<file path="src/hdl/isa_pkg.sv">
package isa_pkg;

    localparam int INSN_WIDTH    = 24;
    localparam int OPC_WIDTH     = 4;
    localparam int REG_SEL_WIDTH = 3;
    localparam int IMM_WIDTH     = 8;

    // lsb of each field with the opcode on top
    localparam int OPC_LSB  = 20;
    localparam int DST_LSB  = 17;
    localparam int SRC0_LSB = 14;
    localparam int SRC1_LSB = 11;
    localparam int SRC2_LSB = 8;
    localparam int IMM_LSB  = 0;

    typedef enum logic [OPC_WIDTH-1:0] {
        NOP,
        READY,
        ADD,
        SUB,
        MUL,
        CMPGE,
        RSHIFT,
        LSHIFT,
        AND,
        OR,
        XOR,
        LD,
        SET_CONST,
        ST,
        BNZ
    } opcode_t;

    localparam logic [INSN_WIDTH-1:0] NOP_INSN   = '0;
    localparam logic [INSN_WIDTH-1:0] READY_INSN = {READY, {(INSN_WIDTH - OPC_WIDTH){1'b0}}};

    function automatic opcode_t insn_opcode(input logic [INSN_WIDTH-1:0] insn);
        return opcode_t'(insn[OPC_LSB +: OPC_WIDTH]);
    endfunction

    function automatic logic [REG_SEL_WIDTH-1:0] insn_reg(input logic [INSN_WIDTH-1:0] insn,
                                                          input int lsb);
        return insn[lsb +: REG_SEL_WIDTH];
    endfunction

    function automatic logic [IMM_WIDTH-1:0] insn_imm(input logic [INSN_WIDTH-1:0] insn);
        return insn[IMM_LSB +: IMM_WIDTH];
    endfunction

    function automatic logic is_alu_op(input opcode_t op);
        return op inside {ADD, SUB, MUL, CMPGE, RSHIFT, LSHIFT, AND, OR, XOR};
    endfunction

    function automatic logic is_writer(input opcode_t op);
        return is_alu_op(op) || op == LD || op == SET_CONST;
    endfunction

    function automatic logic reads_src0(input opcode_t op);
        return is_alu_op(op) || op inside {LD, ST, BNZ};
    endfunction

    function automatic logic reads_src1(input opcode_t op);
        return is_alu_op(op) || op == ST;
    endfunction

    // no opcode reads the third source field yet
    function automatic logic reads_src2(input opcode_t op);
        return 1'b0;
    endfunction

endpackage

</file>
<file path="src/hdl/mem_pkg.sv">
package mem_pkg;

    localparam int DATA_WIDTH = 16;   // register and memory word
    localparam int ADDR_WIDTH = 8;

    typedef enum logic [1:0] {
        ACC_NONE,
        ACC_LOAD,
        ACC_STORE
    } access_t;

endpackage

</file>
<file path="src/hdl/register_file.sv">
`timescale 1ns/1ns

module register_file (
    input  logic                               clk,
    input  logic                               reset,
    input  logic [isa_pkg::REG_SEL_WIDTH-1:0]  rd_sel0,
    input  logic [isa_pkg::REG_SEL_WIDTH-1:0]  rd_sel1,
    input  logic [isa_pkg::REG_SEL_WIDTH-1:0]  rd_sel2,
    output logic [mem_pkg::DATA_WIDTH-1:0]     rd_data0,
    output logic [mem_pkg::DATA_WIDTH-1:0]     rd_data1,
    output logic [mem_pkg::DATA_WIDTH-1:0]     rd_data2,
    input  logic                               wr_en,
    input  logic [isa_pkg::REG_SEL_WIDTH-1:0]  wr_sel,
    input  logic [mem_pkg::DATA_WIDTH-1:0]     wr_data,
    input  logic                               preset_en,
    input  logic [mem_pkg::DATA_WIDTH-1:0]     preset_data
);
    localparam int NUM_REGS = 2 ** isa_pkg::REG_SEL_WIDTH;

    logic [mem_pkg::DATA_WIDTH-1:0] regs [NUM_REGS];

    // write-through so decode sees the value written back this cycle
    function automatic logic [mem_pkg::DATA_WIDTH-1:0] read_port(
        input logic [isa_pkg::REG_SEL_WIDTH-1:0] sel);
        if (wr_en && wr_sel == sel)
            return wr_data;
        return regs[sel];
    endfunction

    always_comb
    begin
        rd_data0 = read_port(rd_sel0);
        rd_data1 = read_port(rd_sel1);
        rd_data2 = read_port(rd_sel2);
    end

    always_ff @(posedge clk)
    begin
        if (reset)
        begin
            for (int i = 0; i < NUM_REGS; i++)
                regs[i] <= '0;
        end
        else if (preset_en)
            regs[0] <= preset_data;   // host preset wins
        else if (wr_en)
            regs[wr_sel] <= wr_data;
    end

endmodule

</file>
<file path="src/hdl/insn_memory.sv">
`timescale 1ns/1ns

module insn_memory #(
    parameter int INSN_DEPTH = 64
) (
    input  logic                              clk,
    input  logic                              wr_en,
    input  logic [$clog2(INSN_DEPTH)-1:0]     wr_addr,
    input  logic [isa_pkg::INSN_WIDTH-1:0]    wr_data,
    input  logic [$clog2(INSN_DEPTH)-1:0]     pc,
    output logic [isa_pkg::INSN_WIDTH-1:0]    insn
);
    logic [isa_pkg::INSN_WIDTH-1:0] mem [INSN_DEPTH];

    // slots never written by the host fetch as NOP
    initial
    begin
        for (int i = 0; i < INSN_DEPTH; i++)
            mem[i] = isa_pkg::NOP_INSN;
    end

    always @(posedge clk)
    begin
        if (wr_en)
            mem[wr_addr] <= wr_data;
    end

    assign insn = mem[pc];   // async fetch

endmodule

</file>
<file path="src/hdl/alu.sv">
`timescale 1ns/1ns

module alu (
    input  isa_pkg::opcode_t                opcode,
    input  logic [mem_pkg::DATA_WIDTH-1:0]  a,
    input  logic [mem_pkg::DATA_WIDTH-1:0]  b,
    output logic [mem_pkg::DATA_WIDTH-1:0]  result,
    output logic                            branch_taken
);
    logic [3:0] shamt;

    assign shamt = b[3:0];

    always_comb
    begin
        case (opcode)
            isa_pkg::ADD:    result = a + b;
            isa_pkg::SUB:    result = a - b;
            isa_pkg::MUL:    result = a * b;   // low half only
            isa_pkg::CMPGE:  result = {{(mem_pkg::DATA_WIDTH - 1){1'b0}}, a >= b};
            isa_pkg::RSHIFT: result = a >> shamt;
            isa_pkg::LSHIFT: result = a << shamt;
            isa_pkg::AND:    result = a & b;
            isa_pkg::OR:     result = a | b;
            isa_pkg::XOR:    result = a ^ b;
            default:         result = '0;
        endcase
    end

    assign branch_taken = (opcode == isa_pkg::BNZ) && (a != '0);

endmodule

</file>
<file path="src/hdl/pipeline_core.sv">
`timescale 1ns/1ns

module pipeline_core #(
    parameter int INSN_DEPTH = 64
) (
    input  logic                              clk,
    input  logic                              reset,
    input  logic                              start,
    input  logic                              init_r0,
    input  logic [mem_pkg::DATA_WIDTH-1:0]    init_r0_data,
    output logic                              ready,
    input  logic                              prog_we,
    input  logic [$clog2(INSN_DEPTH)-1:0]     prog_addr,
    input  logic [isa_pkg::INSN_WIDTH-1:0]    prog_data,
    output mem_pkg::access_t                  mem_en,
    output logic [mem_pkg::ADDR_WIDTH-1:0]    mem_addr,
    output logic [mem_pkg::DATA_WIDTH-1:0]    mem_wdata,
    input  logic                              mem_ready,
    input  logic [mem_pkg::DATA_WIDTH-1:0]    mem_rdata
);
    localparam int PC_WIDTH = $clog2(INSN_DEPTH);
    localparam int DW = mem_pkg::DATA_WIDTH;
    localparam int RS = isa_pkg::REG_SEL_WIDTH;
    localparam int IW = isa_pkg::INSN_WIDTH;

    logic [PC_WIDTH-1:0] pc;
    logic [IW-1:0] mem_word, fetched;
    logic [IW-1:0] fd_insn, dx_insn, xm_insn, mw_insn;
    logic [DW-1:0] rd_data0, rd_data1, dx_a, dx_b;
    logic [DW-1:0] fwd_a, fwd_b, alu_result, x_result;
    logic [DW-1:0] xm_result, xm_wdata, m_result, mw_result;
    logic launch, mem_wait, freeze, load_use, stall, branch_taken;
    logic xm_fwd, mw_fwd;

    isa_pkg::opcode_t fd_op, dx_op, xm_op, mw_op;
    logic [RS-1:0] fd_src0, fd_src1, fd_src2;
    logic [RS-1:0] dx_dst, dx_src0, dx_src1, xm_dst, xm_src1, mw_dst;
    logic [isa_pkg::IMM_WIDTH-1:0] dx_imm;

    assign fd_op   = isa_pkg::insn_opcode(fd_insn);
    assign fd_src0 = isa_pkg::insn_reg(fd_insn, isa_pkg::SRC0_LSB);
    assign fd_src1 = isa_pkg::insn_reg(fd_insn, isa_pkg::SRC1_LSB);
    assign fd_src2 = isa_pkg::insn_reg(fd_insn, isa_pkg::SRC2_LSB);
    assign dx_op   = isa_pkg::insn_opcode(dx_insn);
    assign dx_dst  = isa_pkg::insn_reg(dx_insn, isa_pkg::DST_LSB);
    assign dx_src0 = isa_pkg::insn_reg(dx_insn, isa_pkg::SRC0_LSB);
    assign dx_src1 = isa_pkg::insn_reg(dx_insn, isa_pkg::SRC1_LSB);
    assign dx_imm  = isa_pkg::insn_imm(dx_insn);
    assign xm_op   = isa_pkg::insn_opcode(xm_insn);
    assign xm_dst  = isa_pkg::insn_reg(xm_insn, isa_pkg::DST_LSB);
    assign xm_src1 = isa_pkg::insn_reg(xm_insn, isa_pkg::SRC1_LSB);
    assign mw_op   = isa_pkg::insn_opcode(mw_insn);
    assign mw_dst  = isa_pkg::insn_reg(mw_insn, isa_pkg::DST_LSB);

    insn_memory #(.INSN_DEPTH(INSN_DEPTH)) insn_mem0 (
        .clk(clk),
        .wr_en(prog_we && ready), .wr_addr(prog_addr), .wr_data(prog_data),
        .pc(pc), .insn(mem_word)
    );

    // last slot always ends the program
    assign fetched = (pc == PC_WIDTH'(INSN_DEPTH - 1)) ? isa_pkg::READY_INSN : mem_word;

    register_file regs0 (
        .clk(clk), .reset(reset),
        .rd_sel0(fd_src0), .rd_sel1(fd_src1), .rd_sel2(fd_src2),
        .rd_data0(rd_data0), .rd_data1(rd_data1), .rd_data2(),
        .wr_en(isa_pkg::is_writer(mw_op)), .wr_sel(mw_dst), .wr_data(mw_result),
        .preset_en(launch && init_r0), .preset_data(init_r0_data)
    );

    assign launch   = start && ready;
    assign mem_wait = (xm_op == isa_pkg::LD || xm_op == isa_pkg::ST) && !mem_ready;
    assign freeze   = ready || mem_wait;

    // store data from a load is patched in the memory stage, so no bubble for it
    assign load_use = (dx_op == isa_pkg::LD)
        && ((isa_pkg::reads_src0(fd_op) && fd_src0 == dx_dst)
         || (isa_pkg::reads_src1(fd_op) && fd_op != isa_pkg::ST && fd_src1 == dx_dst)
         || (isa_pkg::reads_src2(fd_op) && fd_src2 == dx_dst));
    assign stall = load_use || dx_op == isa_pkg::READY;   // nothing passes a READY

    assign xm_fwd = isa_pkg::is_writer(xm_op) && xm_op != isa_pkg::LD;
    assign mw_fwd = isa_pkg::is_writer(mw_op);

    function automatic logic [DW-1:0] forward(input logic [RS-1:0] sel,
                                              input logic [DW-1:0] reg_val);
        if (xm_fwd && xm_dst == sel)
            return xm_result;   // youngest first
        if (mw_fwd && mw_dst == sel)
            return mw_result;
        return reg_val;
    endfunction

    always_comb
    begin
        fwd_a = forward(dx_src0, dx_a);
        fwd_b = forward(dx_src1, dx_b);
    end

    alu alu0 (
        .opcode(dx_op), .a(fwd_a), .b(fwd_b),
        .result(alu_result), .branch_taken(branch_taken)
    );

    always_comb
    begin
        case (dx_op)
            isa_pkg::SET_CONST:       x_result = DW'(dx_imm);
            isa_pkg::LD, isa_pkg::ST: x_result = fwd_a;   // address
            default:                  x_result = alu_result;
        endcase
    end

    assign mem_en = (xm_op == isa_pkg::LD) ? mem_pkg::ACC_LOAD :
                    (xm_op == isa_pkg::ST) ? mem_pkg::ACC_STORE : mem_pkg::ACC_NONE;
    assign mem_addr = xm_result[mem_pkg::ADDR_WIDTH-1:0];
    assign mem_wdata = (mw_op == isa_pkg::LD && xm_op == isa_pkg::ST && mw_dst == xm_src1)
                     ? mw_result : xm_wdata;
    assign m_result = (xm_op == isa_pkg::LD) ? mem_rdata : xm_result;

    always_ff @(posedge clk)
    begin
        if (reset)
            ready <= 1'b1;
        else if (launch)
            ready <= 1'b0;
        else if (xm_op == isa_pkg::READY)
            ready <= 1'b1;
    end

    always_ff @(posedge clk)
    begin
        if (reset || launch)
        begin
            pc <= '0;
            fd_insn <= isa_pkg::NOP_INSN;
            dx_insn <= isa_pkg::NOP_INSN;
            xm_insn <= isa_pkg::NOP_INSN;
            mw_insn <= isa_pkg::NOP_INSN;
        end
        else if (!freeze)
        begin
            if (branch_taken)
            begin
                pc <= PC_WIDTH'(dx_imm);
                fd_insn <= isa_pkg::NOP_INSN;   // flush
            end
            else if (!stall)
            begin
                pc <= pc + 1'b1;
                fd_insn <= fetched;
            end
            dx_insn <= (branch_taken || stall) ? isa_pkg::NOP_INSN : fd_insn;
            xm_insn <= dx_insn;
            mw_insn <= xm_insn;
        end
    end

    always_ff @(posedge clk)
    begin
        if (!freeze)
        begin
            dx_a <= rd_data0;
            dx_b <= rd_data1;
            xm_result <= x_result;
            xm_wdata <= fwd_b;
            mw_result <= m_result;
        end
    end

endmodule

</file>
<file path="config.mk">
export PLATFORM = sky130hd
export DESIGN_NAME = pipeline_core
export DESIGN_NICKNAME = d
export VERILOG_FILES = /design/src/hdl/isa_pkg.sv /design/src/hdl/mem_pkg.sv /design/src/hdl/register_file.sv /design/src/hdl/insn_memory.sv /design/src/hdl/alu.sv /design/src/hdl/pipeline_core.sv
export SDC_FILE = /design/constraint.sdc
export NUM_CORES = 2
export LEC_CHECK = 0
export BUFFER_PORTS_ARGS = -buffer_cell sky130_fd_sc_hd__clkbuf_2
export CAP_MARGIN = 20
export CORE_MARGIN = 1
export CORE_UTILIZATION = 50
export CTS_CLUSTER_SIZE = 40
export DETAILED_ROUTE_END_ITERATION = 10
export MAX_ROUTING_LAYER = met4
export PLACE_DENSITY_LB_ADDON = 0.2
export REMOVE_ABC_BUFFERS = 1
export SYNTH_ARGS = -nofsm -noshare
export SYNTH_HDL_FRONTEND = slang
export SYNTH_SLANG_ARGS = --single-unit
</file>
<file path="constraint.sdc">
create_clock -name clk -period 7.94 [get_ports clk]
set_input_delay 0.794 -clock clk [delete_from_list [all_inputs] [get_ports clk]]
set_output_delay 0.794 -clock clk [all_outputs]
set_load 0.01 [all_outputs]
</file>
==> impl_metrics.csv <==
group,metric,value,unit
status,status,"finished, violations left",
status,violations,"design-rule violations",
finish,design_area,81500,µm²
clock_tree,path_clk_slew,0.06,ns
placement,pre_cts_slack,0.361,ns
grt,grt-ovfl-total,0,
sta,fin_skew,0.0597,ns
sta,max_freq,133,MHz
finish,flow.area_growth_from_synthesis,12.4,%
synth,ys_async_sr_fraction,0,%
synth,synthTopCellsByArea,"edfxtp_1, mux4_2, fa_1",
grt,grt_max_degree,105,
detailed_routing,route.detailed.drc,46,
clock_tree,htreeDepth,4,
synth,synth_top_flop_cell,"edfxtp_1",
finish,drive_gt1_share,25.8,%
sta,setup_viol,0,
synth,ys_types,84,
clock_tree,post_cts_buffers,0,
power,power.density,250,nW/µm²
finish,multiInputGateArea,22800,µm²
floorplan,coreArea,144000,µm²
detailed_routing,routed_via_density,6.13,
setup_path,arrival,8.03,ns
finish,layout.nets,4681,
flow_run,cap_violations,0,
grt,grt_usage,27.2,%
synth,synth-compound-area-share,3.92,%
placement,port_buffers,91,
power,power.total,20400,µW
synth,synthSimpleGateAreaFrac,5.38,%
setup_path,crit_path_start_kind,"flip-flop",
sta,worst_slack,0.421,ns
sta,hold_viol_final,0,
sta,fin_crit_sh,94.7,%
synth,syn_area,72500,µm²
synth,ys_ff_latch,1630,
sta,fin_crit,7.52,ns
setup_path,criticalPathCategory,"reg2reg",
setup_path,worstPathRequired,8.45,ns
placement,gp_congestion,0.957,
synth,syn_inst,4216,
clock_tree,cts_buffer_depth,3,
detailed_routing,drtIter0Drc,3726,
floorplan,io_pins,95,
floorplan,die_w,383,µm
detailed_routing,ant_nets,0,
grt,grt_pass1_wl,277,mm
synth,yosys.area_share.adder,4.00,%
sta,tightest_slew,1.18,ns
synth,netlist.top_cell.by_area,"edfxtp_1",
synth,synth_seq_area_share,66.4,%
placement,dp_hpwl,117,mm
grt,grt_pass1_vias,40000,
synth,synth-edff-count,1552,
detailed_routing,drt_first_pass_iters,9,
synth,avgSynthCellArea,17.2,µm²
clock_tree,worstSkewPairLatency,0.80,ns
detailed_routing,routed_wl,191,mm
hold_path,hold_class,"in2reg",
synth,yosys.area.top_type_share,64.3,%
synth,muxShareOfSynthArea,16.9,%
sta,slew_violations,0,
clock_tree,cts_hold_buf,0,
clock_tree,cts_buffers,163,
setup_path,worstPathMaxFanout,9,
detailed_routing,avgRoutedWirePerCell,29.4,µm
power,p_leak,0.0264,µW
synth,synth_xor_area_share,0.961,%
floorplan,rows,139,
power,peakVddDrop,0.390,mV
clock_tree,cts_sinks,1630,
synth,synth_warnings,0,
floorplan,dieArea,147000,µm²
placement,placed_area,76300,µm²
synth,synth_top_family_by_area,"multiplexers",
floorplan,die_h,383,µm
finish,fillCellCount,11000,
grt,antenna_found_initial,19,
setup_path,endpoint_kind,"flip-flop",
sta,max-slew-margin-rel,21.1,%
clock_tree,cts_tree,"yes",
finish,register_area,48200,µm²
detailed_routing,vias,39700,
sta,grt_setup_unrepaired,"no",
clock_tree,clockRootBuffer,"clkbuf_16",
floorplan,start_util,50.5,%
-- stage by stage --
stage / setup TNS, ns / instances / utilization [%] / hold WS (ns)
after CTS: 0 / 6469 / 56.7 / 0.240
final: 0 / 6485 / 56.7 / 0.288
after floorplan: -207.49 / 3951 / - / 0.436
after detailed placement: 0 / 6168 / 53.1 / 0.450
after global routing: 0 / 6482 / 56.7 / 0.279
after global placement: 0 / 6168 / 53.1 / 0.445
-- repair_timing --
action,in CTS,in global routing
resized for setup,0,3
setup endpoints to repair,0,2
hold endpoints to repair,0,0
-- worst paths after layout --
| kind | start | end | slack [ns] | depth (start not counted) |
|---|---|---|---|---|
| setup / recovery | mw_insn[21] | xm_result[15] | 0.42 | 25 |
| hold / removal | mem_rdata[1] | mw_result[1] | 0.29 | 3 |
| setup reg to reg | mw_insn[21] | xm_result[15] | 0.42 | 25 |
| hold reg to reg | fd_insn[5] | fd_insn[5] | 0.45 | 2 |
-- final cells by class --
class | instances | area share (%)
sequential | 1630 | 59.1
clock inverter | 87 | 1.05
antenna | 15 | 0.0461
clock buffer | 214 | 5.30
timing repair buffer | 315 | 2.76
tap | 1903 | 2.92
inverter | 181 | 0.843
multi-input combinational | 2140 | 27.9
-- where the power goes --
group	internal [µW]	switching (µW)	leakage (µW)	total, µW
logic	1390	1980	0.00907	3370
clock network	4170	3300	0.00252	7460
registers	9510	68.3	0.0148	9570
total	15100	5350	0.0264	20400
-- routing by layer --
layer / part of all wire [%] / GRT usage [%]
met5: 0 / -
met2: 49 / 43.2
met3: 7.2 / 4.84
met1: 40 / 35.5
met4: 3.5 / 9.40
-- cell families after synthesis --
kind of cell / after synthesis
flip-flops: 1630
AND/OR/NAND/NOR: 861
multiplexers: 589
buffers and inverters: 446
AO/OA/AOI/OAI: 433
adder cells (fa/ha/maj): 183
XOR/XNOR: 74
-- synthesized netlist by cell type (5+ instances only) --
cell type and number:
nand3b_1 5, nand2b_1 15, dfxtp_1 78, a21boi_0 5, ha_1 101, inv_1 161
a22oi_1 29, or2_2 9, a31o_2 11, and3_1 10, o21bai_1 8, clkbuf_1 182
a31oi_2 7, xnor2_1 48, o221ai_1 16, or3_1 12, mux2_2 13, nor3_1 92
a221oi_1 13, o21ai_0 116, nand2_1 279, o22ai_1 12, buf_2 23, mux4_2 505
clkinv_1 14, a31oi_1 14, a22o_1 17, nor2_1 257, a221o_1 5, and2_1 72
o211ai_1 12, fa_1 81, a21o_1 13, a21oi_1 103, buf_4 9, xor2_1 22
nand3_1 61, nor2b_1 12, a211oi_1 14, a2111oi_0 5, edfxtp_1 1552, nor4_1 16
buf_1 46, mux2i_1 71
-- state kept, by name (all words and copies together), names as in the netlist, 10 cells and up, named ones only --
name / cells
insn_mem0.mem: 1344
regs0.regs: 128
dx_b: 16
xm_insn: 10
dx_a: 16
fd_insn: 21
xm_result: 16
dx_insn: 21
mw_result: 16
xm_wdata: 16
-- worst max-delay path: stages (launching register included) --
cell and delay, ns:
dfxtp_1 0.34, o211a_2 0.30, or2_1 0.36, buf_4 0.22, o21ai_0 0.20, a31o_2 0.29, clkinv_1 0.26, buf_4 0.24
nand2_1 0.08, fa_1 0.45, fa_1 0.57, fa_1 0.44, fa_1 0.55, inv_1 0.05, fa_1 0.48, inv_1 0.05
fa_1 0.47, inv_1 0.04, ha_1 0.32, o21ai_0 0.18, a21oi_1 0.08, o41ai_1 0.27, buf_4 0.20, xnor3_1 0.44
a211oi_1 0.26, nand2_1 0.08
-- placed cells by master (no fill, tap or decap), types with 61 or more instances in the layout --
cell | synthesis | final
fa_1 | 81 | 81
nor2_1 | 257 | 191
ha_1 | 101 | 101
nand2_1 | 279 | 279
inv_1 | 161 | 161
nand3_1 | 61 | 61
o21ai_0 | 116 | 114
dfxtp_1 | 78 | 71
buf_4 | 9 | 215
clkbuf_2 | 1 | 91
and2_1 | 72 | 72
clkbuf_16 | 0 | 164
nor3_1 | 92 | 90
mux4_2 | 505 | 505
mux2i_1 | 71 | 71
edfxtp_1 | 1552 | 1552
nor2_2 | 0 | 65
a21oi_1 | 103 | 103
Note: power is estimated with default switching activity, not from simulation.
